`src/logic/mem_macros.svh`:
```
`ifndef MEM_MACROS_SVH
`define MEM_MACROS_SVH

////////////////////////////////////////
// Cache geometry
////////////////////////////////////////
`define MEM_LINE_WORDS 4
`define MEM_ICACHE_LINES 16
`define MEM_DCACHE_LINES 16

////////////////////////////////////////
// Main memory
////////////////////////////////////////
`define MEM_RAM_WORDS 4096
`define MEM_RAM_LATENCY 6

// Address bits 31:28 of each region
`define MEM_REGION_VMEM 4'hc
`define MEM_REGION_TIMER 4'hd
`define MEM_REGION_KBD 4'he
`define MEM_REGION_LOADER 4'hf

// Boot loader depth in words
`define MEM_LOADER_WORDS 16

`endif
```
`src/logic/mem_pkg.sv`:
```
`default_nettype none

`include "mem_macros.svh"

package mem_pkg;

    // One cache line, word 0 in the low bits
    typedef logic [`MEM_LINE_WORDS-1:0][31:0] mem_line_t;

    // Word address divided by the line size
    typedef logic [29-$clog2(`MEM_LINE_WORDS):0] mem_laddr_t;

    typedef enum logic {
        READ,
        WRITE
    } mem_op_e;

    typedef struct packed {
        mem_op_e    op;
        mem_laddr_t addr;
        mem_line_t  wdata;
    } mem_req_t;

    // Miss handling sequence
    typedef enum logic [2:0] {
        IDLE,
        WB_REQ,
        WB_WAIT,
        FILL_REQ,
        FILL_WAIT
    } cmu_state_e;

    // Data port request from the CPU
    typedef struct packed {
        logic        rd;
        logic        wr;
        logic [31:0] addr;
        logic [31:0] wdata;
        logic [3:0]  be;
    } cpu_access_t;

endpackage

`default_nettype wire

```
`src/logic/cache_array.sv`:
```
`timescale 1ns/1ps
`default_nettype none

`include "mem_macros.svh"

module cache_array #(
    parameter int LINES = 16
) (
    input  logic                clk,
    input  logic                rst,
    input  logic [31:0]         addr,
    output logic                hit,
    output logic [31:0]         rdata,
    output logic                dirty,
    output mem_pkg::mem_laddr_t victim_addr,
    output mem_pkg::mem_line_t  victim_line,
    input  logic                fill,
    input  mem_pkg::mem_line_t  fill_line,
    input  logic                store,
    input  logic [31:0]         wdata,
    input  logic [3:0]          be
);

    localparam int WOFF_W = $clog2(`MEM_LINE_WORDS);
    localparam int OFF_W = WOFF_W + 2;
    localparam int IDX_W = $clog2(LINES);
    localparam int TAG_W = 32 - OFF_W - IDX_W;

    logic [LINES-1:0]   valid_q;
    logic [LINES-1:0]   dirty_q;
    logic [TAG_W-1:0]   tag_q [LINES];
    mem_pkg::mem_line_t line_q [LINES];

    logic [IDX_W-1:0]   idx;
    logic [TAG_W-1:0]   tag;
    logic [WOFF_W-1:0]  woff;

    ////////////////////////////////////////
    // Address split and lookup
    ////////////////////////////////////////
    assign idx = addr[OFF_W +: IDX_W];
    assign tag = addr[31 -: TAG_W];
    assign woff = addr[2 +: WOFF_W];

    assign hit = valid_q[idx] && (tag_q[idx] == tag);
    assign rdata = line_q[idx][woff];

    // Resident line, for writeback on a miss
    assign dirty = valid_q[idx] & dirty_q[idx];
    assign victim_addr = {tag_q[idx], idx};
    assign victim_line = line_q[idx];

    ////////////////////////////////////////
    // Line state
    ////////////////////////////////////////
    always_ff @(posedge clk) begin
        if (rst) begin
            valid_q <= '0;
            dirty_q <= '0;
        end else if (fill) begin
            // Fresh line from memory is clean
            valid_q[idx] <= 1'b1;
            dirty_q[idx] <= 1'b0;
        end else if (store && hit) begin
            dirty_q[idx] <= 1'b1;
        end
    end

    // Tags and data
    always_ff @(posedge clk) begin
        if (fill) begin
            tag_q[idx] <= tag;
            line_q[idx] <= fill_line;
        end else if (store && hit) begin
            for (int b = 0; b < 4; b++) begin
                if (be[b]) begin
                    line_q[idx][woff][8*b +: 8] <= wdata[8*b +: 8];
                end
            end
        end
    end

endmodule

`default_nettype wire

```
`config.mk`:
```
export PLATFORM = sky130hd
export DESIGN_NAME = cache_array
export DESIGN_NICKNAME = d
export VERILOG_FILES = /design/src/logic/mem_pkg.sv /design/src/logic/cache_array.sv
export VERILOG_INCLUDE_DIRS = /design/src /design/src/logic
export SDC_FILE = /design/constraint.sdc
export NUM_CORES = 2
export LEC_CHECK = 0
export CAP_MARGIN = 10
export CORE_MARGIN = 4
export CORE_UTILIZATION = 50
export DETAILED_ROUTE_END_ITERATION = 8
export DONT_BUFFER_PORTS = 1
export PLACE_DENSITY = 0.66
export SLEW_MARGIN = 20
export SYNTH_ARGS = -nofsm -noshare
export SYNTH_HDL_FRONTEND = slang
export SYNTH_SLANG_ARGS = --single-unit
export TNS_END_PERCENT = 20
```
`constraint.sdc`:
```
create_clock -name clk -period 15.3 [get_ports clk]
set_input_delay 3.825 -clock clk [delete_from_list [all_inputs] [get_ports clk]]
set_output_delay 3.825 -clock clk [all_outputs]
set_load 0.005 [all_outputs]
```
==> After elaboration in Yosys (flattened, before gate mapping) <==
Memory sizes are Yosys's and may differ from the RTL's.
Cells that the tools add are included.
{ "totals": {"mem_count": 2, "regBits": 32, "ram_bits": 2432, "out_inout_bits": 190} }
{ "classes": {"mux": 548, "bitwise_logic": 517, "eq_ne": 1, "reduce_logical": 5, "n_lt_le_gt_ge": 4} }
{ "mem_list": {"columns": ["name", "depth", "width", "rd", "rd_ports_with_merged_regs", "wr", "line", "rtl"], "rows": [
  ["line_q", 16, 128, 1, 0, 1, "cache_array.sv:32", "mem_pkg::mem_line_t line_q [LINES];"],
  ["tag_q", 16, 24, 1, 0, 1, "cache_array.sv:31", "logic [TAG_W-1:0] tag_q [LINES];"]
]} }
{ "ops": {"columns": ["op", "n"], "rows": [
  ["1-bit two-way mux", 529],
  ["128-bit two-way mux", 4],
  ["1-bit bitwise OR", 512],
  ["32-bit demux with 2-bit select", 4],
  ["32-bit binary-select mux with 2-bit select", 1],
  ["32-bit two-way mux", 2],
  ["16-bit two-way mux", 3],
  ["16-bit bitwise OR", 2],
  ["24-bit == test", 1],
  ["24-bit two-way mux", 1],
  ["16-bit bitwise AND", 1],
  ["16-bit inverter", 1],
  ["1-bit binary-select mux with 4-bit select", 2],
  ["8-bit two-way mux", 1],
  ["4-bit by 5-bit < comparator with 1-bit output (second input constant)", 1],
  ["1-bit demux with 4-bit select", 1],
  ["4-bit by 1-bit greater-or-equal comparator with 1-bit output (second input constant)", 1],
  ["1-bit logical AND", 4],
  ["2-bit by 3-bit < comparator with 1-bit output (second input constant)", 1],
  ["2-bit by 1-bit greater-or-equal comparator with 1-bit output (second input constant)", 1],
  ["2-bit nonzero test", 1],
  ["1-bit bitwise AND", 1]
]} }

==> Logic depth before layout (Yosys ltp) <==
{ "depth": {"ltp_word": 11, "mapped_depth": 16, "ltp_nobuf": 9} }

==> Worst setup path after synthesis <==
OpenSTA, ideal clock, no wires.
{ "synth_timing": {"path_type": "input to output", "from": "input addr[4]", "to": "output rdata[10]", "n_path_buf": 7, "path_stages": 10, "path_slack_ns": 4.383, "arrival_time_ns": 7.092, "cell_sequence": "buf_4 > buf_4 > buf_4 > buf_2 > buf_2 > clkbuf_1 > buf_1 > mux4_2 > mux4_2 > mux4_2"} }
{ "synth_rtl": {"columns": ["element", "line", "rtl"], "rows": [
  ["start: declaration", "cache_array.sv:11", "input logic [31:0] addr,"],
  ["end: declaration", "cache_array.sv:13", "output logic [31:0] rdata,"]
]} }

==> results.yml <==
placed_design:
  dp_hpwl_mm: 146
  place_area_um2: 100000
  post-place-cells: 6785
  gp_congestion: 0.812
  port_buffers: 0
yosys:
  synth_edf_count: 2432
  async_flop_share: 0
  synth_commonest_cells: "edfxtp_1 (2432), mux4_2 (741), nor2_1 (306), clkbuf_1 (164), mux2_2 (135)"
  synth_top_area_share: 0.747
  postSynthAreaPerCell_um2: 22.3
  yosysWarnings: 0
  synth_cell_types: 68
  yosysTopAreaCell: "edfxtp_1"
  yosysMostFrequentCell: "edfxtp_1"
  syn_area_um2: 97800
  postSynthCellCount: 4384
  synth_seq_cells: 2464
  syn_nets: 4584
  ys.flop_type: "edfxtp_1"
  synthTopCellsByArea: "edfxtp_1 (75%), mux4_2 (17%), mux2_2 (1.6%), nor2_1 (1.2%), mux2i_1 (1.0%)"
  yosysSeqAreaShare: 0.753
setup_path:
  crit_buf_inv: 5
  endpoint_kind: "output port"
  cp_common_cell: "buf_16"
  critPathKind: "in -> out"
  crit_family: "buffers and inverters"
  critPathLaunchType: "primary input"
  crit_chain: "buf_16 -> buf_16 -> buf_16 -> buf_16 -> buf_16 -> mux4_2 -> mux4_2 -> mux4_2"
  crit_fanout: 121
  cp_slowest_stage_delay_ps: 630
  critPathArrivalTime_ps: 8400
  crit_slowest_cell: "buf_16"
  required_ps: 11480
routing:
  drt_iter0_markers: 5614
  vias: 46604
  drt_first_pass_iters: 6
  drc: 0
  routed_wl_mm: 252
  vias_per_cell: 6.42
  antenna_left: 0
  wire_per_inst_um: 34.7
cells_and_area:
  fillCellCount: 14140
  fin_area_um2: 108000
  drive_gt1_frac: 0.291
  final_util: 0.556
  instances_no_fill: 7258
  area_delta_synth_final_pct: 10.7
  fin_nets: 4608
timing:
  tns_ps: 0
  period_needed_ps: 12220
  setup_viol: 0
  skew_ps: 64.7
  worstMarginPinSlew_ps: 1710
  drv_slew: 70
  rsz0062_at_grt: "false"
  finalCritPeriodShare: 0.799
  hold_violations: 0
  clock.fmax_mhz: 81.8
  max_slew_margin: -0.138
floorplanning:
  die_h_um: 450
  initial_utilization: 0.502
  row_count: 162
  io_pins: 390
  die_w_um: 450
  dieArea_um2: 203000
  core_area_um2: 195000
clock_network:
  cts-root-buf: "clkbuf_16"
  hold_buffers: 0
  post_cts_buffers: 0
  insertion_delay_ps: 880
  clk_pin_slew_ps: 70
  cts_buffer_depth: 3
  cts_sinks: 2464
  h-tree-depth: 4
  cts_tree: "done"
  postCtsResizedCells: 0
  cts_made_buffers: 235
outcome:
  status: "complete, but fails checks"
  failed_checks: "max-slew violations"
global_routing:
  grt_pass1_vias: 46129
  antenna_found_initial: 58
  grt_pass1_wl_mm: 354
  grt-ovfl-total: 0
  grt_use_total: 0.247
  grt_max_degree: 649
power:
  totalPowerFinal_uw: 14000
  peakVddDrop_mv: 0.102
  power_density_nw_per_um2: 130
  leakage_uw: 0.0335
hold_path:
  hold_class: "reg -> reg"
job:
  maxCapViolCount: 0
==> worst paths after layout <==
path | end | cells past startpoint | startpoint | slack, ps
worst min register to register | valid_q[14] | 2 | valid_q[14] | 470
worst max-delay path | rdata[10] | 8 | addr[4] | 3080
worst min-delay path | valid_q[14] | 2 | valid_q[14] | 470
worst max register to register | line_q[13][13] | 9 | tag_q[4][5] | 9760
==> per-stage QoR <==
step / setup WS (ps) / hold slack (ps)
floorplan: 4380 / 435
global placement: 2170 / 444
detailed placement: 2170 / 455
CTS: 2140 / 470
global route: 2680 / 482
finish: 3080 / 469
==> layout by cell type, fill, tap and decap left out, types with 32 or more instances in the layout <==
master	n
clkinv_1	62
mux4_2	741
a21oi_1	34
diode_2	34
dfxtp_1	32
buf_4	34
clkbuf_1	49
clkbuf_16	236
mux2i_1	102
mux2_2	135
nor2_1	286
clkinv_2	42
edfxtp_1	2432
nand2_1	33
a22oi_1	36
==> power by group <==
part / switching (uW) / total (uW) / internal, uW
Clock: 2500 / 5660 / 3160
Combinational: 484 / 806 / 322
Sequential: 28.5 / 7580 / 7550
Total: 3010 / 14000 / 11000
==> sequential cells by signal (all words and copies together) (netlist names), named ones only <==
name / flops
tag_q: 384
line_q: 2048
valid_q: 16
==> final cells by class <==
| class | instances | area, um2 | share of cell area |
|---|---|---|---|
| clock inverter | 142 | 1330 | 0.0122 |
| multi-input combinational | 1649 | 23100 | 0.213 |
| inverter | 10 | 37.5 | 0.000347 |
| tap | 2624 | 3280 | 0.0303 |
| clock buffer | 287 | 6120 | 0.0565 |
| sequential | 2464 | 73700 | 0.680 |
| timing repair buffer | 48 | 641 | 0.00592 |
| antenna | 34 | 85.1 | 0.000786 |
==> kinds of logic (layout without fill, tap and decap cells) <==
family	Yosys count	after routing	share of synthesized area
muxes	995	995	0.199
xor gates and xnor gates	17	17	0.00152
DFF	2464	2464	0.753
buffers and inverters	271	487	0.0128
other	0	34	0
and+or+nand+nor	475	475	0.0226
AOI/OAI and AO/OA	162	162	0.0116
==> routing by layer <==
layer,GRT usage,vias to the layer above,share of wire
met5,0.00639,-,0.00043
met4,0.0880,16,0.040
met3,0.0651,471,0.10
met2,0.385,2396,0.48
met1,0.340,25082,0.38
li1,-,18639,-
==> worst reg2reg max path, stage by stage (launching register included) <==
cell      delay, ps
edfxtp_1        400
mux4_2          460
mux2i_1         340
o221ai_1        360
a211oi_1        720
nand3_1         250
nor4_4          170
buf_4           770
a31oi_2         650
nor2_1         1050
Power figures use the tool's default switching activity.
