<file path="config.mk">
export PLATFORM = sky130hd
export DESIGN_NAME = loader_rom
export DESIGN_NICKNAME = d
export VERILOG_FILES = /design/src/logic/loader_rom.sv
export VERILOG_INCLUDE_DIRS = /design/src /design/src/logic
export SDC_FILE = /design/constraint.sdc
export NUM_CORES = 1
export LEC_CHECK = 0
export ABC_AREA = 1
export BUFFER_PORTS_ARGS = -buffer_cell sky130_fd_sc_hd__buf_2
export CAP_MARGIN = 20
export CORE_AREA = 2 2 39 41
export DETAILED_ROUTE_END_ITERATION = 8
export DIE_AREA = 0 0 41 43
export GPL_ROUTABILITY_DRIVEN = 0
export PLACE_DENSITY = 0.75
export SLEW_MARGIN = 40
export SYNTH_ARGS = -nofsm -noshare
export SYNTH_HDL_FRONTEND = slang
export SYNTH_SLANG_ARGS = --single-unit
export TNS_END_PERCENT = 30
</file>
<file path="constraint.sdc">
create_clock -name vclk -period 1.25
set_clock_uncertainty 0.15 [all_clocks]
set_input_delay 0.125 -clock vclk [all_inputs]
set_output_delay 0.125 -clock vclk [all_outputs]
set_load 0.1 [all_outputs]
</file>
<file path="src/logic/mem_macros.svh">
`ifndef MEM_MACROS_SVH
`define MEM_MACROS_SVH

////////////////////////////////////////
// Cache geometry
////////////////////////////////////////
`define MEM_LINE_WORDS 4
`define MEM_ICACHE_LINES 16
`define MEM_DCACHE_LINES 16

////////////////////////////////////////
// Main memory
////////////////////////////////////////
`define MEM_RAM_WORDS 4096
`define MEM_RAM_LATENCY 6

// Address bits 31:28 of each region
`define MEM_REGION_VMEM 4'hc
`define MEM_REGION_TIMER 4'hd
`define MEM_REGION_KBD 4'he
`define MEM_REGION_LOADER 4'hf

// Boot loader depth in words
`define MEM_LOADER_WORDS 16

`endif
</file>
<file path="src/logic/loader_rom.sv">
`timescale 1ns/1ps
`default_nettype none

`include "mem_macros.svh"

module loader_rom (
    input  logic [25:0] addr,
    output logic [31:0] data
);

    localparam int IDX_W = $clog2(`MEM_LOADER_WORDS);

    logic [31:0] rom [`MEM_LOADER_WORDS];
    logic        in_range;

    ////////////////////////////////////////
    // Boot instruction table
    ////////////////////////////////////////
    always_comb begin
        for (int i = 0; i < `MEM_LOADER_WORDS; i++) begin
            rom[i] = 32'hb0070000 + 32'(i);
        end
    end

    // Beyond the table reads as zero
    assign in_range = (addr < 26'(`MEM_LOADER_WORDS));
    assign data = in_range ? rom[addr[IDX_W-1:0]] : 32'd0;

endmodule

`default_nettype wire

</file>
=== Yosys cells after proc, flatten, opt, wreduce, memory -nomap -nowiden ===
Memory sizes are Yosys's and may differ from the RTL's.
Cells that the tools add are included.

* Input port bits: 26
* Flip-flop bits (word level): 0
* Memories kept: 1
* Output and inout bits: 32
* Bits in read-only memories: 512
* Word-level logic and storage cells: 7

* Mux-type cells: 3
* Bitwise gates (word level): 1
* Magnitude comparators: 2

{| class="wikitable"
|+ Memory list
! memory !! words !! width !! read ports !! clocked after Yosys merged registers in !! wr ports !! RTL line !! source
|-
| (no name shown) || 16 || 32 || 1 || 0 || 0 || loader_rom.sv:27 || <nowiki>assign data = in_range ? rom[addr[IDX_W-1:0]] : 32'd0;</nowiki>
|}

{| class="wikitable"
|+ Operator list
! kind !! count
|-
| $mux W32 || 3
|-
| $lt A26 B5 Y1 const B || 1
|-
| $ge A5 B5 Y1 const B || 1
|-
| $not A4 Y5 || 1
|}

=== Longest topological paths before layout ===
Gate-level depths: netlist of the first run.

* Depth after elaboration: 5
* Mapped depth: 6

=== Worst setup path before layout of the first run ===
OpenSTA, ideal clock, no wires.

* Path type: input port to output port
* Start: in addr[4]
* End: out data[0]
* Data required time: 0.975 ns
* Setup slack: -0.857 ns
* Data arrival time: 1.832 ns
* Cell stages on the path: 4
* Buffers on the path: 0
* Cells stage by stage: or2_0 -> nor2_1 -> nand3_2 -> nor2_1

* Cells in the longest elaborated chain, start to end: 2

{| class="wikitable"
|+ Ends and longest elaborated chain
! item !! RTL line !! source
|-
| start, declared || loader_rom.sv:7 || <nowiki>input logic [25:0] addr,</nowiki>
|-
| $lt A26 B5 Y1 || loader_rom.sv:26 || <nowiki>assign in_range = (addr < 26'(`MEM_LOADER_WORDS));</nowiki>
|-
| $mux W32 || loader_rom.sv:27 ||
|-
| end, declared || loader_rom.sv:8 || <nowiki>output logic [31:0] data</nowiki>
|}

Every way passes these cells.

=== Worst setup path after layout of the first run ===
* Start: in addr[5]
* End: out data[29]

The elaborated chain is that of the path after synthesis.

==> out/results.tsv, run 1 <==
stage	metric	value	unit
run_status	outcome	finished with violations	
run_status	failing checks	negative setup slack	
timing	FMAX	713	MHz
worst_hold_path	hold path startpoint	addr[3]	
cells_and_area	most frequent cells in the layout	buf_2, conb_1, buf_12	
power_and_ir_drop	pwr dens	551	nW/um^2
route	Avg Vias per Cell	3.43	
yosys	Cells after Synth	57	
die	initial core utilization	23.6	%
cells_and_area	Syn-to-layout area delta	92.3	%
setup_path	crit end category	primary output	
die	Die Y	43	um
timing	Finish-stage setup viols	10	
cells_and_area	ant diodes	0	
timing	Final WS setup	-0.152	ns
global_routing	vias in the first global route	277	
die	Die Area	1760	sq um
power_and_ir_drop	P_leak	0.325	nW
yosys	synth unique cells	8	
cells_and_area	area of the multi-input gates	229	sq um
timing	crit share post-route	112	%
setup_path	CP Launch Point	addr[5]	
route	post-route ant nets	0	
yosys	Syn Std Cell Area	327	sq um
worst_hold_path	Hold Path Stages	4	
setup_path	crit-path max FO	6	
cells_and_area	Final Cell Area	628	sq um
route	WL final	641	um
timing	RSZ-0062 raised after global routing	true	
setup_path	CP required	0.98	ns
die	chip width	41	um
setup_path	Startpoint Class	primary input	
setup_path	Arrival @ worst endpoint	1.13	ns
cells_and_area	FFs & Latches	0	
global_routing	GRT Util Overall	7.09	%
placement	HPWL Detailed	657	um
worst_hold_path	Hold WC Path Type	primary input to primary output	
timing	Slew Limit Fails	0	
power_and_ir_drop	Tot Pwr	0.000346	W
die	row cnt	14	
flow_run	Max Cap Violations	0	
placement	PortBufs	36	
route	Routed wire per std cell	6.16	um
die	# IOs	58	
cells_and_area	layout cells sized above 1	53.4	%
route	First-pass DRT Iterations	1	
placement	placed cell area	619	sq um
cells_and_area	commonest non-fill, non-tap cell in the layout	buf_2	
cells_and_area	Layout Nets	116	
yosys	Seq/Total Area, Yosys	0	%
timing	min Tclk post-route	1.40	ns
global_routing	largest net degree at the start of global routing	7	
global_routing	first-pass GRT wire length	952	um
die	Core ar.	1380	sq um
route	Via Count	357	
cells_and_area	combined flip-flop and latch cell area	0	sq um
yosys	Ys Warns	0	
cells_and_area	fillcell total	143	
route	Post-route DRC	0	
setup_path	CP Class	primary input to primary output	
global_routing	initial antenna violation count	0	
cells_and_area	Clock Buffer Count	0	
route	drt first-iter violations	0	
global_routing	global route overflow	0	
yosys	syn_area_per_cell	5.73	sq um
power_and_ir_drop	Worst VDD drop	0.384	mV
timing	Final Hold Vio Count	0	
[cell type report]
cell class,instances,area share (%)
inverter,5,3.59
multi-input combinational,46,36.5
tap,16,3.19
timing repair buffer,37,56.8
[timing repair]
| action | in CTS | in global routing |
|---|---|---|
| setup endpoints to repair | 10 | 10 |
| pin swaps | 2 | 0 |
| hold endpoints to repair | 0 | 0 |
| setup buffers | 0 | 0 |
| hold buffers | 0 | 0 |
| resized for setup | 2 | 1 |
[cell families (layout without fill, tap and decap cells)]
| logic type | count (synthesis) | after routing | share of synthesized area, % |
|---|---|---|---|
| buffers and inverters | 32 | 42 | 67.8 |
| and+or+nand+nor | 24 | 24 | 31.0 |
| other | 1 | 22 | 1.15 |
[final timing paths]
| kind | end |
|---|---|
| max | data[29] |
| min | data[3] |
[critical path, cell delays in order]
cell and delay [ns]:
buf_6 0.09, or2_1 0.23, nor2_2 0.13, nand3_4 0.11, clkinvlp_4 0.24, buf_12 0.21
[per-layer routing]
layer | GRT usage, % | routed length [um] | up-vias
li1 | - | - | 179
met1 | 5.38 | 136 | 148
met2 | 16.9 | 387 | 30
met3 | 0 | 117 | 0
met4 | 0 | 0 | 0
met5 | 0 | 0 | -
[cells in the mapped netlist, drive strengths merged]
| master | n | area share [%] |
|---|---|---|
| nand3 | 1 | 3.1 |
| nor2 | 17 | 20 |
| or2 | 1 | 1.9 |
| nand2 | 5 | 5.7 |
| inv | 5 | 5.7 |
| conb | 1 | 1.1 |
| buf | 27 | 62 |
[through the flow]
stage / utilization (%) / hold WS, ns / setup WS (ns) / cells / TNS, ns
after detailed placement: 44.8 / 0.477 / -0.175 / 104 / -1.67
after floorplan: - / 0.295 / -0.430 / 78 / -2.97
after CTS: 45.2 / 0.478 / -0.166 / 104 / -1.53
after global placement: 44.8 / 0.468 / -0.156 / 104 / -1.50
final: 45.4 / 0.475 / -0.152 / 104 / -1.41
after global routing: 45.4 / 0.490 / -0.205 / 104 / -1.91
[power breakdown]
group          total, W  switching, W  leakage (nW)  internal [W]
Combinational  0.000346      0.000309         0.325     0.0000371
Clock                 0             0             0             0
Sequential            0             0             0             0
Total          0.000346      0.000309         0.325     0.0000371
Note: power is estimated with default switching activity, not from simulation.
==> run 2, diff against run 1 <==
- REMOVE_ABC_BUFFERS: default -> 1
==> run 2 against run 1 <==
  * Largest power group unchanged
  * The flow still finishes with violations (negative setup slack)
  * Utilization is the same
  * Worst setup slack gained 0.048 ns
  * Sequential share of layout area is the same
  * Non-clock buffer count grew 1
  * Design area is the same
  * Final cell count grew 0.96%
  * Maximum frequency grew 3.5%
  * Largest cell class unchanged
  * Total power grew 1.4%
  * First-iteration DRC count is the same
==> out/results.tsv, run 2 (synthesized netlist as in run 1, its figures left out) <==
stage	metric	value	unit
run_status	outcome	finished with violations	
run_status	failing checks	negative setup slack	
route	First-pass DRT Iterations	1	
flow_run	Max Cap Violations	0	
setup_path	Startpoint Class	primary input	
cells_and_area	commonest non-fill, non-tap cell in the layout	buf_2	
clock_network	setup bufs post-CTS	0	
setup_path	crit-path max FO	5	
cells_and_area	area of the multi-input gates	221	sq um
cells_and_area	most frequent cells in the layout	buf_2, conb_1, nor2_2	
timing	Finish-stage setup viols	10	
cells_and_area	Syn-to-layout area delta	92.3	%
setup_path	CP required	0.98	ns
power_and_ir_drop	pwr dens	559	nW/um^2
global_routing	global route overflow	0	
cells_and_area	Clock Buffer Count	0	
route	Post-route DRC	0	
cells_and_area	FFs & Latches	0	
route	drt first-iter violations	0	
timing	FMAX	738	MHz
power_and_ir_drop	P_leak	0.334	nW
cells_and_area	fillcell total	137	
cells_and_area	combined flip-flop and latch cell area	0	sq um
placement	pre-CTS setup slack	-0.150	ns
timing	Final Hold Vio Count	0	
timing	Final WS setup	-0.105	ns
timing	crit share post-route	108	%
global_routing	first-pass GRT wire length	1140	um
setup_path	crit end category	primary output	
route	Routed wire per std cell	7.62	um
timing	min Tclk post-route	1.35	ns
die	row cnt	14	
placement	HPWL Detailed	715	um
setup_path	CP Class	primary input to primary output	
timing	setup TNS	-0.904	ns
cells_and_area	Layout Nets	117	
route	WL final	800	um
clock_network	CTS Hold Bufs	0	
route	Via Count	355	
route	Avg Vias per Cell	3.38	
global_routing	initial antenna violation count	0	
worst_hold_path	Hold WC Path Type	primary input to primary output	
die	chip width	41	um
setup_path	Arrival @ worst endpoint	1.08	ns
die	Core ar.	1380	sq um
global_routing	vias in the first global route	307	
placement	PortBufs	36	
global_routing	GRT Util Overall	8.79	%
die	Die Area	1760	sq um
cells_and_area	Final Util	45.4	%
global_routing	largest net degree at the start of global routing	6	
power_and_ir_drop	Worst VDD drop	0.332	mV
die	# IOs	58	
route	post-route ant nets	0	
cells_and_area	layout cells sized above 1	59.6	%
die	initial core utilization	23.6	%
die	Die Y	43	um
cells_and_area	ant diodes	0	
timing	RSZ-0062 raised after global routing	true	
timing	Slew Limit Fails	0	
[run 2: cell types whose count changed in the layout (fill, tap and decap cells not counted), moves of 3 or more]
cell | before | now
nor2_2 | 4 | 13
nor2_1 | 9 | 4
nor2_4 | 4 | 0
buf_6 | 1 | 4
[run 2: worst max-delay path: stages]
cell	delay (ns)
buf_6	0.09
or2_0	0.22
nor2_2	0.13
nand3_4	0.13
inv_4	0.08
buf_6	0.12
buf_12	0.17
[run 2: final timing paths]
kind | start | endpoint | slack (ns) | cells past startpoint
setup / recovery | addr[4] | data[18] | -0.10 | 7
hold / removal | addr[1] | data[1] | 0.46 | 4
[run 2: timing repair]
item,CTS,global route
setup endpoints to repair,10,10
resized for setup,5,14
pin swaps,2,5
[run 2: metrics by stage]
stage	hold WS (ns)	cell area (sq um)	total power, W	instances
floorplan	0.475	203	0.000298	51
detailed placement	0.461	568	0.000337	105
finish	0.459	628	0.000351	105
CTS	0.463	584	0.000340	105
global route	0.474	628	0.000365	105
global placement	0.462	568	0.000336	105
[run 2: final cells by class]
class	count	share of cell area, %
multi-input cells	46	35.3
inverters	5	3.39
repair buffers	38	58.2
well taps	16	3.19
[run 2: report_power, final]
part           leakage, nW  total (W)  switching, W  internal, W
Clock                    0          0             0            0
Combinational        0.334   0.000351      0.000310    0.0000406
Sequential               0          0             0            0
Total                0.334   0.000351      0.000310    0.0000406
[run 2: layer usage]
metal  part of all wire, %  GRT usage (%)  up-vias
li1                      -              -      181
met2                    65           20.0       26
met5                     0              0        -
met1                    25           7.28      148
met3                   9.6          0.524        0
met4                     0              0        0
