$ cat src/logic/mem_macros.svh
`ifndef MEM_MACROS_SVH
`define MEM_MACROS_SVH

////////////////////////////////////////
// Cache geometry
////////////////////////////////////////
`define MEM_LINE_WORDS 4
`define MEM_ICACHE_LINES 16
`define MEM_DCACHE_LINES 16

////////////////////////////////////////
// Main memory
////////////////////////////////////////
`define MEM_RAM_WORDS 4096
`define MEM_RAM_LATENCY 6

// Address bits 31:28 of each region
`define MEM_REGION_VMEM 4'hc
`define MEM_REGION_TIMER 4'hd
`define MEM_REGION_KBD 4'he
`define MEM_REGION_LOADER 4'hf

// Boot loader depth in words
`define MEM_LOADER_WORDS 16

`endif
$ cat src/logic/mem_pkg.sv
`default_nettype none

`include "mem_macros.svh"

package mem_pkg;

    // One cache line, word 0 in the low bits
    typedef logic [`MEM_LINE_WORDS-1:0][31:0] mem_line_t;

    // Word address divided by the line size
    typedef logic [29-$clog2(`MEM_LINE_WORDS):0] mem_laddr_t;

    typedef enum logic {
        READ,
        WRITE
    } mem_op_e;

    typedef struct packed {
        mem_op_e    op;
        mem_laddr_t addr;
        mem_line_t  wdata;
    } mem_req_t;

    // Miss handling sequence
    typedef enum logic [2:0] {
        IDLE,
        WB_REQ,
        WB_WAIT,
        FILL_REQ,
        FILL_WAIT
    } cmu_state_e;

    // Data port request from the CPU
    typedef struct packed {
        logic        rd;
        logic        wr;
        logic [31:0] addr;
        logic [31:0] wdata;
        logic [3:0]  be;
    } cpu_access_t;

endpackage

`default_nettype wire

$ cat src/logic/cache_manage_unit.sv
`timescale 1ns/1ps
`default_nettype none

`include "mem_macros.svh"

module cache_manage_unit (
    input  logic                 clk,
    input  logic                 rst,
    // Instruction cache
    input  logic [31:0]          ic_addr,
    input  logic                 ic_cacheable,
    input  logic                 ic_hit,
    // Data cache
    input  mem_pkg::cpu_access_t dc_req,
    input  logic                 dc_hit,
    input  logic                 dc_dirty,
    input  mem_pkg::mem_laddr_t  dc_victim_addr,
    input  mem_pkg::mem_line_t   dc_victim_line,
    // Block memory
    input  logic                 mem_rdy,
    input  mem_pkg::mem_line_t   mem_rline,
    output logic                 mem_en,
    output mem_pkg::mem_req_t    mem_req,
    // Cache updates
    output logic                 ic_fill,
    output logic                 dc_fill,
    output mem_pkg::mem_line_t   fill_line,
    output logic                 dc_store,
    output logic                 mem_stall
);

    localparam int OFF_W = $clog2(`MEM_LINE_WORDS) + 2;

    mem_pkg::cmu_state_e state_q;
    logic                fill_dc_q;
    logic                dc_miss;
    logic                ic_miss;

    ////////////////////////////////////////
    // Miss detection and stall
    ////////////////////////////////////////
    assign dc_miss = (dc_req.rd | dc_req.wr) & ~dc_hit;
    assign ic_miss = ic_cacheable & ~ic_hit;

    // Held until the refilled line hits
    assign mem_stall = (state_q != mem_pkg::IDLE) | dc_miss | ic_miss;

    // Write hit commits only on a free cycle
    assign dc_store = dc_req.wr & dc_hit & ~mem_stall;

    ////////////////////////////////////////
    // Block memory request
    ////////////////////////////////////////
    assign mem_en = (state_q == mem_pkg::WB_REQ) || (state_q == mem_pkg::FILL_REQ);

    always_comb begin
        mem_req.op = mem_pkg::READ;
        mem_req.wdata = dc_victim_line;
        if (fill_dc_q) begin
            mem_req.addr = dc_req.addr[31:OFF_W];
        end else begin
            mem_req.addr = ic_addr[31:OFF_W];
        end
        // Victim goes out first on a dirty miss
        if (state_q == mem_pkg::WB_REQ) begin
            mem_req.op = mem_pkg::WRITE;
            mem_req.addr = dc_victim_addr;
        end
    end

    ////////////////////////////////////////
    // Miss FSM
    ////////////////////////////////////////
    always_ff @(posedge clk) begin
        if (rst) begin
            state_q <= mem_pkg::IDLE;
            fill_dc_q <= 1'b0;
            ic_fill <= 1'b0;
            dc_fill <= 1'b0;
        end else begin
            ic_fill <= 1'b0;
            dc_fill <= 1'b0;
            case (state_q)
                mem_pkg::IDLE: begin
                    // Data side wins
                    if (dc_miss) begin
                        fill_dc_q <= 1'b1;
                        state_q <= dc_dirty ? mem_pkg::WB_REQ : mem_pkg::FILL_REQ;
                    end else if (ic_miss) begin
                        fill_dc_q <= 1'b0;
                        state_q <= mem_pkg::FILL_REQ;
                    end
                end
                mem_pkg::WB_REQ: begin
                    state_q <= mem_pkg::WB_WAIT;
                end
                mem_pkg::WB_WAIT: begin
                    if (mem_rdy) begin
                        state_q <= mem_pkg::FILL_REQ;
                    end
                end
                mem_pkg::FILL_REQ: begin
                    state_q <= mem_pkg::FILL_WAIT;
                end
                mem_pkg::FILL_WAIT: begin
                    // Leave together with the fill strobe
                    if (mem_rdy) begin
                        dc_fill <= fill_dc_q;
                        ic_fill <= ~fill_dc_q;
                    end else if (ic_fill || dc_fill) begin
                        state_q <= mem_pkg::IDLE;
                    end
                end
                default: begin
                    state_q <= mem_pkg::IDLE;
                end
            endcase
        end
    end

    // Returned line
    always_ff @(posedge clk) begin
        if (mem_rdy && (state_q == mem_pkg::FILL_WAIT)) begin
            fill_line <= mem_rline;
        end
    end

endmodule

`default_nettype wire

$ cat config.mk
export PLATFORM = sky130hd
export DESIGN_NAME = cache_manage_unit
export DESIGN_NICKNAME = d
export VERILOG_FILES = /design/src/logic/mem_pkg.sv /design/src/logic/cache_manage_unit.sv
export VERILOG_INCLUDE_DIRS = /design/src /design/src/logic
export SDC_FILE = /design/constraint.sdc
export NUM_CORES = 1
export LEC_CHECK = 0
export BUFFER_PORTS_ARGS = -buffer_cell sky130_fd_sc_hd__buf_4
export CAP_MARGIN = 20
export CORE_AREA = 3 3 268 270
export CTS_CLUSTER_SIZE = 24
export DETAILED_ROUTE_END_ITERATION = 12
export DIE_AREA = 0 0 271 273
export PLACE_DENSITY = 0.3
export SKIP_CTS_REPAIR_TIMING = 1
export SYNTH_ARGS = -nofsm -noshare
export SYNTH_HDL_FRONTEND = slang
export SYNTH_SLANG_ARGS = --single-unit
$ cat constraint.sdc
create_clock -name clk -period 9 [get_ports clk]
set_clock_uncertainty 0.15 [all_clocks]
set_input_delay 0.9 -clock clk [delete_from_list [all_inputs] [get_ports clk]]
set_output_delay 0.9 -clock clk [all_outputs]
set_load 0.05 [all_outputs]
Word-level counts from Yosys, hierarchy flattened
Cells that the tools add are included.

cells by class
  equal/unequal tests = 8
  multiplexer cells = 11
  bitwise logic cells = 13
  reductions and logical operators = 9

operators by type and width
  operator                                                               number
  29-bit two-way mux                                                     1
  28-bit two-way mux                                                     1
  3-bit two-way mux                                                      5
  3-bit one-hot mux with 5 select lines                                  1
  3-bit by 2-bit equality test with 1-bit output, second input constant  2
  2-bit inequality test, second input constant                           3
  1-bit NOT                                                              6
  1-bit AND                                                              4
  4-bit AND reduction                                                    1
  3-bit by 1-bit equality test with 1-bit output, second input constant  1
  3-bit equality test, second input constant                             1
  3-bit zero test                                                        1
  3-bit inequality test, second input constant                           1
  1-bit OR                                                               3
  3-bit nonzero test                                                     1
  3-bit OR reduction                                                     1
  1-bit logical OR                                                       2
  1-bit two-way mux                                                      2
  2-bit two-way mux                                                      1
  2-bit AND reduction                                                    1
  2-bit nonzero test                                                     1
  1-bit logical AND                                                      1

storage, ports and cells
  bits in registers = 134
  input port bits = 393
  logic and storage cells = 49

Longest topological paths before layout
Gate-level depths: netlist (run 1).

  depth in word-level cells = 6
  mapped depth = 5
  mapped depth without buffers = 4

Worst setup path after synthesis (run 1)
Ideal clock, no wire load.

  path kind = input to register
  from = in mem_rdy
  to = reg fill_line[0] (netlist name) (enable)
  library setup time = 0.503 ns
  arrival = 3.897 ns
  path slack = 4.450 ns
  stages = 1
  path buffers = 0
  cells stage by stage = and3_1

between the ends
  word-level cells in the longest chain between the ends = 1

RTL lines
  element                 line                      RTL
  start: declaration      cache_manage_unit.sv:20   input logic mem_rdy,
  1-bit logical AND       cache_manage_unit.sv:123  if (mem_rdy && (state_q == mem_pkg::FILL_WAIT)) begin
  end signal: assignment  cache_manage_unit.sv:124  fill_line <= mem_rline;
  end: declaration        cache_manage_unit.sv:27   output mem_pkg::mem_line_t fill_line,

Every way passes these cells.
A chain may end at the register's enable or synchronous reset.

==> results of run 1 <==
-- critical path, stage by stage (launching register included) --
cell and delay, ns:
sky130_fd_sc_hd__dfxtp_1 0.49, sky130_fd_sc_hd__or3b_4 0.65, sky130_fd_sc_hd__nor2_1 0.17, sky130_fd_sc_hd__a21oi_1 0.16, sky130_fd_sc_hd__buf_4 0.22
-- metal layers --
layer | track usage, % | part of all wire [%]
met3 | 3.69 | 14
met5 | 0 | 0
met4 | 2.84 | 3.0
met1 | 5.18 | 30
met2 | 11.6 | 53
-- registers in the layout, summed over array words and instances, names as in the netlist --
register	flops
fill_line	128
state_q	3
dc_fill	1
fill_dc_q	1
ic_fill	1
-- worst paths after layout --
check,from,endpoint
min reg2reg,fill_dc_q$_SDFFE_PP0P_,ic_fill$_SDFF_PP0_
max,state_q[2]$_SDFFE_PP0P_,mem_req[155]
max reg2reg,state_q[1]$_SDFFE_PP0P_,fill_line[2]$_DFFE_PP_
min,fill_dc_q$_SDFFE_PP0P_,ic_fill$_SDFF_PP0_
-- Yosys cell counts --
| library cell | count |
|---|---|
| sky130_fd_sc_hd__nor3b_1 | 1 |
| sky130_fd_sc_hd__edfxtp_1 | 128 |
| sky130_fd_sc_hd__nand3b_1 | 1 |
| sky130_fd_sc_hd__nor3_2 | 1 |
| sky130_fd_sc_hd__nand3_1 | 1 |
| sky130_fd_sc_hd__nor2_1 | 32 |
| sky130_fd_sc_hd__buf_4 | 128 |
| sky130_fd_sc_hd__buf_2 | 3 |
| sky130_fd_sc_hd__o21ba_2 | 1 |
| sky130_fd_sc_hd__o21ai_0 | 1 |
| sky130_fd_sc_hd__or3b_4 | 1 |
| sky130_fd_sc_hd__buf_6 | 4 |
| sky130_fd_sc_hd__a32o_1 | 1 |
| sky130_fd_sc_hd__clkbuf_1 | 3 |
| sky130_fd_sc_hd__inv_1 | 3 |
| sky130_fd_sc_hd__nand4b_1 | 1 |
| sky130_fd_sc_hd__o211ai_1 | 1 |
| sky130_fd_sc_hd__and3_1 | 1 |
| sky130_fd_sc_hd__nand2b_1 | 2 |
| sky130_fd_sc_hd__nor2b_1 | 3 |
| sky130_fd_sc_hd__or3_4 | 1 |
| sky130_fd_sc_hd__nor3_1 | 2 |
| sky130_fd_sc_hd__a211oi_1 | 1 |
| sky130_fd_sc_hd__dfxtp_1 | 6 |
| sky130_fd_sc_hd__mux2i_1 | 28 |
| sky130_fd_sc_hd__a21oi_1 | 30 |
| sky130_fd_sc_hd__nand2_1 | 2 |
-- area by class of cell --
| type | count | share of cell area (%) |
|---|---|---|
| inverters | 3 | 0.120 |
| flip-flops and latches | 134 | 42.2 |
| diodes | 1 | 0.0267 |
| repair buffers | 384 | 30.7 |
| clock buffers | 17 | 4.53 |
| multi-input cells | 112 | 7.58 |
| well taps | 940 | 12.5 |
| clock inverters | 15 | 2.28 |
-- power breakdown --
part | total (mW) | internal, mW | switching, mW
sequential | 0.715 | 0.705 | 0.0101
clock | 0.781 | 0.473 | 0.309
combinational | 0.479 | 0.168 | 0.311
total | 1.98 | 1.35 | 0.630
-- kinds of logic after synthesis --
kind of cell	Yosys count	share of synthesized area, %
compound gates	35	3.33
buf+inv	141	18.3
flops	134	69.4
mux	28	4.90
simple gates	49	4.14
==> impl_summary.txt, run 1 <==
----------------------------------------------------
[Status]
  Outcome ... finished clean

[Synth]
  Area share of the leading cell type in the synthesized netlist ... 67.3%
  Synthesis warning total ... 0
  Total of flip-flops plus latches after synthesis ... 134
  Instance count of the mapped netlist ... 387
  Cell type with the largest total area after synthesis ... sky130_fd_sc_hd__edfxtp_1
  Post-Syn Nets ... 780
  Area of the mapped netlist ... 5710 um2
  Count of cell types in the netlist ... 27
  Part of the Yosys area used for sequential elements ... 69.4%
  Avg Synthesized Cell Area ... 14.8 um2
  Dominant cells by area after synthesis ... sky130_fd_sc_hd__edfxtp_1, sky130_fd_sc_hd__buf_4, sky130_fd_sc_hd__mux2i_1

[Clock tree]
  TritonCTS clock tree ... built
  Cell at the root of the clock tree ... sky130_fd_sc_hd__clkbuf_16
  CTS Sinks ... 134
  Clock transition at the registers of the reported paths ... 0.06 ns
  Worst-skew pair later-pin latency ... 0.41 ns
  Number of buffers created by CTS ... 17
  Maximum level of the CTS H-tree ... 4
  Buffer depth of the longest clock path ... 2

[STA]
  Setup repair after global routing missed its margin ... no
  Pin slew with the least headroom to its limit ... approximately 1 ns
  Hold Vio Cnt, Final ... 0
  Worst-case setup margin in the final layout ... about 5.8 ns
  Hold Worst Slack ... 0.274 ns
  Final setup TNS ... 0 ns
  Share of the clock period used by the worst path after layout ... between 30% and 40%
  Number of slew-limit violations in the final report ... 0
  Number of failing setup endpoints in the final timing report ... 0
  Time the worst path needs with I/O delays and setup ... 3.22 ns
  Maximum clock frequency ... 310 MHz
  Relative slew slack ... between 30% and 40%

[Layout]
  Nets@finish ... 1045
  Share of cells above drive strength 1 ... 63.3%
  Count of non-filler cells in the finished layout ... 1606
  Area added between synthesis and finish ... 64.3%
  Sequential standard cell area ... between 3000 and 4000 um2
  Post-layout util ... 13.5%
  Commonest non-fill, non-tap cell in the layout ... sky130_fd_sc_hd__buf_4
  Area used by multi-input combinational logic ... 712 um2
  Post-route cell area ... 9390 um2
  Filler instances ... 7887
  Highest-count cells in the layout ignoring fill and taps ... sky130_fd_sc_hd__buf_4, sky130_fd_sc_hd__edfxtp_1, sky130_fd_sc_hd__nor2_1, sky130_fd_sc_hd__a21oi_1, sky130_fd_sc_hd__mux2i_1

[Placement]
  Routability congestion estimate ... 0.784
  Estimated wirelength of the detail-placed design ... approximately 20000 um
  Dpl cells ... 1573
  Worst setup slack before clock tree synthesis ... 5.71 ns
  Total placed instance area ... between 8000 and 9000 um2
  Port-buffer cells ... 382

[Critical path]
  Crit Path Category ... flop to output port
  Largest driver fanout on the critical path ... 58
  Worst Reg2Reg Path Length in Cells ... 3
  Register-to-register setup slack ... 6.12 ns
  Worst EP required ... a little under 8 ns
  WP data arrival ... roughly 2.2 ns
  Kind of capture point of the worst setup path ... output port
  Startpoint type of the worst setup path ... flop

[Power]
  Ratio of total power to cell area ... 210 nW/um2
  Maximum vdd ir drop ... between 0.00009 and 0.0001 V
  Final Total Pwr ... 1.98 mW
  Leakage ... roughly 3.6 nW

[Drt]
  Total wire length ... 24200 um
  Routed wirelength normalized by instance count ... 15.1 um
  Number of DRC markers after the initial detailed-route iteration ... 191
  Antenna-violating nets left ... 0
  DRC ... 0
  Via density ... 2.49
  Detailed-router iteration count before antenna repair ... 4
  Via count ... 3992

[Die]
  Die width ... 271 um
  FP Rows ... 97
  Vertical die dimension ... 273 um
  Number of ports placed on the die boundary ... 683
  Total core area ... ~70000 um2
  Starting density of the core ... 8.19%
  Die ar. ... 74000 um2

[Run]
  Number of violations of the max-capacitance limit ... 0

[GRT]
  Global-route wire length before repair ... 32200 um
  Maximum number of pins on one net before global-route repair ... 78
  Number of global-route vias before repair ... 4264
  Overall overflow remaining after global route ... 0
  Initial antenna violation count ... 0
  GR Util All Layers ... 6.21%

[Min path]
  Worst hold-check path type ... flop to flop
  Hold depth ... 1

----------------------------------------------------
Power figures use the tool's default switching activity.
==> inputs of run 2 (changes only) <==
--- a/config.mk
+++ b/config.mk
@@ -6,12 +6,13 @@
 export SDC_FILE = /design/constraint.sdc
 export NUM_CORES = 1
 export LEC_CHECK = 0
+export ABC_AREA = 1
 export BUFFER_PORTS_ARGS = -buffer_cell sky130_fd_sc_hd__buf_4
 export CAP_MARGIN = 20
-export CORE_AREA = 3 3 268 270
+export CORE_AREA = 3 3 265 267
 export CTS_CLUSTER_SIZE = 24
 export DETAILED_ROUTE_END_ITERATION = 12
-export DIE_AREA = 0 0 271 273
+export DIE_AREA = 0 0 268 270
 export PLACE_DENSITY = 0.3
 export SKIP_CTS_REPAIR_TIMING = 1
 export SYNTH_ARGS = -nofsm -noshare
==> constraint.sdc (replaced) <==
create_clock -name clk -period 3.3 [get_ports clk]
set_clock_uncertainty 0.15 [all_clocks]
set_input_delay 0.33 -clock clk [delete_from_list [all_inputs] [get_ports clk]]
set_output_delay 0.33 -clock clk [all_outputs]
set_load 0.05 [all_outputs]
==> run 2 against run 1 <==
Clock power rose to 2.5 times the previous value. Area after synthesis increased by 0.59%. Worst setup slack got worse by 5.4 ns. Final cell count increased by 8.1%. Sequential share of layout area down 5.0 points. Non-clock buffer count increased by 135. Critical endpoint is now mem_req[136]. Largest power group is now combinational cells.
==> impl_summary.txt, run 2 <==
----------------------------------------------------
[Critical path]
  Cell Chain, Critical Path ... nor2_4 -> nand2_2 -> buf_4 -> nor2_1 -> a31oi_1 -> buf_4 (was or3b_4 -> nor2_1 -> a21oi_1 -> buf_4)
  Kind of capture point of the worst setup path ... output port (unchanged)
  Count of buffering cells on the critical path with inverters included ... 2 (was 1)
  WP data arrival ... 2.46 ns (was 2.17 ns)
  Worst-path cell with the longest stage delay ... sky130_fd_sc_hd__dfxtp_1 (was sky130_fd_sc_hd__or3b_4)
  Worst EP required ... 2.82 ns (was 7.95 ns)
  Largest incremental delay on the critical path ... 0.55 ns (was 0.65 ns)
  Source of the worst register-to-register timing path ... state_q[2]$_SDFFE_PP0P_ (was state_q[1]$_SDFFE_PP0P_)
  Startpoint type of the worst setup path ... flop (unchanged)
  Largest driver fanout on the critical path ... 31 (was 58)
  Register-to-register setup slack ... 1.27 ns (was 6.12 ns)
  Worst Reg2Reg Path Length in Cells ... 3 (unchanged)
  Capturing point of the worst reg2reg path ... fill_line[105]$_DFFE_PP_ (was fill_line[2]$_DFFE_PP_)
  Worst path top cell family by delay ... simple AND/OR/NAND/NOR gates (unchanged)
  Crit-path most repeated cell ... sky130_fd_sc_hd__buf_4
  Crit Path Category ... flop to output port (unchanged)

[Layout]
  Area added between synthesis and finish ... 85.2% (was 64.3%)
  Share of cells above drive strength 1 ... 50.1% (was 63.3%)
  Area used by multi-input combinational logic ... 694 um2 (was 712 um2)
  Filler instances ... 7707 (was 7887)
  Commonest non-fill, non-tap cell in the layout ... sky130_fd_sc_hd__buf_4 (unchanged)
  Nets@finish ... 1234 (was 1045)
  Flip-flop count of the largest register after layout ... 128 (unchanged)
  Sequential standard cell area ... 3960 um2 (was 3970 um2)
  Register containing the most flip-flops in the final layout ... fill_line (unchanged)
  Antenna diode count ... 0 (was 1)
  Post-route cell area ... 10600 um2 (was 9390 um2)
  Highest-count cells in the layout ignoring fill and taps ... sky130_fd_sc_hd__buf_4, sky130_fd_sc_hd__dlygate4sd3_1, sky130_fd_sc_hd__edfxtp_1, sky130_fd_sc_hd__nand2_1, sky130_fd_sc_hd__nor2_1 (was sky130_fd_sc_hd__buf_4, sky130_fd_sc_hd__edfxtp_1, sky130_fd_sc_hd__nor2_1, sky130_fd_sc_hd__a21oi_1, sky130_fd_sc_hd__mux2i_1)
  Biggest regs ... fill_line (128), state_q (3) (unchanged)

[Die]
  Total core area ... 68300 um2 (was 69800 um2)
  Die ar. ... 72400 um2 (was 74000 um2)
  Vertical die dimension ... 270 um (was 273 um)
  Number of ports placed on the die boundary ... 683 (unchanged)
  Die width ... 268 um (was 271 um)
  FP Rows ... 96 (was 97)
  Starting density of the core ... 8.41% (was 8.19%)

[Synth]
  Count of cell types in the netlist ... 19 (was 27)
  Post-synth top cells ... sky130_fd_sc_hd__buf_4, sky130_fd_sc_hd__edfxtp_1, sky130_fd_sc_hd__nand2_1 (was sky130_fd_sc_hd__buf_4, sky130_fd_sc_hd__edfxtp_1, sky130_fd_sc_hd__nor2_1)
  Avg Synthesized Cell Area ... 12.9 um2 (was 14.8 um2)
  Instance count of the mapped netlist ... 444 (was 387)
  Cell type with the largest total area after synthesis ... sky130_fd_sc_hd__edfxtp_1 (unchanged)
  Async set or reset register ratio after synthesis ... 0% (unchanged)
  Part of the Yosys area used for sequential elements ... 69.0% (was 69.4%)
  Number of flops mapped to enable cells by yosys ... 128 (unchanged)
  Post-Syn Nets ... 837 (was 780)
  Area of the mapped netlist ... 5750 um2 (was 5710 um2)
  Leading cell type by number of instances after synthesis ... sky130_fd_sc_hd__buf_4
  Dominant cells by area after synthesis ... sky130_fd_sc_hd__edfxtp_1, sky130_fd_sc_hd__buf_4, sky130_fd_sc_hd__nand2_1 (was sky130_fd_sc_hd__edfxtp_1, sky130_fd_sc_hd__buf_4, sky130_fd_sc_hd__mux2i_1)
  Synthesis warning total ... 0 (unchanged)
  Area share of the leading cell type in the synthesized netlist ... 66.9% (was 67.3%)
  Flip-flop cell with the highest count after synthesis ... sky130_fd_sc_hd__edfxtp_1 (unchanged)
  Total of flip-flops plus latches after synthesis ... 134 (unchanged)

[Clock tree]
  Buffer depth of the longest clock path ... 2 (unchanged)
  Cell at the root of the clock tree ... sky130_fd_sc_hd__clkbuf_16 (unchanged)
  CTS Sinks ... 134 (unchanged)
  Number of buffers created by CTS ... 17 (unchanged)
  Maximum level of the CTS H-tree ... 4 (unchanged)
  TritonCTS clock tree ... built (unchanged)
  Worst-skew pair later-pin latency ... 0.43 ns (was 0.41 ns)
  Clock transition at the registers of the reported paths ... 0.07 ns (was 0.06 ns)

[Status]
  Outcome ... finished clean (unchanged)

[Power]
  Final Total Pwr ... 7.13 mW (was 1.98 mW)
  Maximum vdd ir drop ... 0.000406 V (was 0.0000952 V)
  Ratio of total power to cell area ... 669 nW/um2 (was 210 nW/um2)
  Leakage ... 4.30 nW (was 3.61 nW)

[Drt]
  Total wire length ... 31100 um (was 24200 um)
  Antenna-violating nets left ... 0 (unchanged)
  Detailed-router iteration count before antenna repair ... 4 (unchanged)
  DRC ... 0 (unchanged)
  Via density ... 2.78 (was 2.49)
  Via count ... 4819 (was 3992)
  Number of DRC markers after the initial detailed-route iteration ... 126 (was 191)
  Routed wirelength normalized by instance count ... 17.9 um (was 15.1 um)

[GRT]
  Global-route wire length before repair ... 38200 um (was 32200 um)
  Maximum number of pins on one net before global-route repair ... 111 (was 78)
  Initial antenna violation count ... 0 (unchanged)
  GR Util All Layers ... 7.91% (was 6.21%)
  Number of global-route vias before repair ... 4449 (was 4264)
  Overall overflow remaining after global route ... 0 (unchanged)

[STA]
  Relative slew slack ... 51.6% (was 31.4%)
  Final setup TNS ... 0 ns (unchanged)
  Number of slew-limit violations in the final report ... 0 (unchanged)
  Time the worst path needs with I/O delays and setup ... 2.94 ns
  Share of the clock period used by the worst path after layout ... 89.2%
  Pin slew with the least headroom to its limit ... 0.726 ns (was 1.03 ns)
  Hold Vio Cnt, Final ... 0 (unchanged)
  Setup repair after global routing missed its margin ... no (unchanged)
  Maximum clock frequency ... around 340 MHz
  Number of failing setup endpoints in the final timing report ... 0 (unchanged)
  Worst-case setup margin in the final layout ... 0.358 ns (was 5.78 ns)

[Placement]
  Total placed instance area ... 8750 um2 (unchanged)
  Worst setup slack before clock tree synthesis ... 0.754 ns (was 5.71 ns)
  Routability congestion estimate ... 0.774 (was 0.784)
  Port-buffer cells ... 382 (unchanged)
  Estimated wirelength of the detail-placed design ... 26000 um (was 19800 um)

[Run]
  Number of violations of the max-capacitance limit ... 0 (unchanged)

[Min path]
  Hold depth ... 4 (was 1)
  Capture endpoint of the worst hold path ... fill_dc_q$_SDFFE_PP0P_ (was ic_fill$_SDFF_PP0_)
  Worst hold path startpoint ... dc_hit (was fill_dc_q$_SDFFE_PP0P_)
  Worst hold-check path type ... input pin to flop (was flop to flop)

----------------------------------------------------
==> run 2: cell count changes after synthesis, sizes merged, moves of 5 or more <==
cell,change
mux2i,-28
nand2,+68
a21oi,-28
nand3,+5
a31oi,+28
inv,+8
nor2,+17
==> run 2: worst max-delay path by stage <==
stage                       startpoint                endpoint  slack, ns  cells past startpoint
6_report       state_q[2]$_SDFFE_PP0P_            mem_req[136]       0.36                      6
5_1_grt        state_q[2]$_SDFFE_PP0P_            mem_req[155]       0.18                      6
4_1_cts        state_q[2]$_SDFFE_PP0P_            mem_req[136]       0.24                      6
3_5_place_dp   state_q[2]$_SDFFE_PP0P_            mem_req[136]       0.75                      6
3_3_place_gp   state_q[2]$_SDFFE_PP0P_            mem_req[136]       0.75                      6
2_1_floorplan  state_q[0]$_SDFFE_PP0P_  fill_line[0]$_DFFE_PP_       0.24                      3
==> run 2: worst reg2reg max path, delay by kind of cell (launching register included) <==
family | cells | cell delay [ns]
buffers and inverters | 2 | 0.52
and+or+nand+nor | 1 | 0.23
DFF | 1 | 0.55
==> run 2: routing by layer <==
metal	vias up	GRT usage [%]	part of all wire, %
met3	44	5.82	16
met4	0	4.13	4.3
met2	446	14.6	51
li1	2189	-	-
met5	-	0.338	0
met1	2140	5.78	29
==> run 2: logic make-up after synthesis <==
group	Yosys count	synth area share, %
AND/OR/NAND/NOR	126	8.64
buffers and inverters	152	19.0
AO/OA/AOI/OAI	32	3.44
flip-flops	134	69.0
==> run 2: power breakdown <==
group / total (mW) / internal, mW / switching (mW)
registers: 2.17 / 2.09 / 0.0757
clock network: 1.98 / 1.09 / 0.893
logic: 2.98 / 0.892 / 2.08
total: 7.13 / 4.07 / 3.05
==> run 2: cell type report <==
class | count | area share [%]
clock inverters | 15 | 1.70
repair buffers | 519 | 39.8
clock buffers | 17 | 4.00
well taps | 882 | 10.4
flip-flops and latches | 134 | 37.2
multi-input cells | 158 | 6.52
inverters | 11 | 0.423
==> run 2: through the flow <==
stage	hold WS, ns	std cells	utilization [%]
floorplan	0.249	444	-
global placement	0.359	1575	12.8
detailed placement	0.359	1575	12.8
CTS	-0.124	1607	13.7
global route	0.0240	1736	15.6
finish	0.0477	1736	15.6
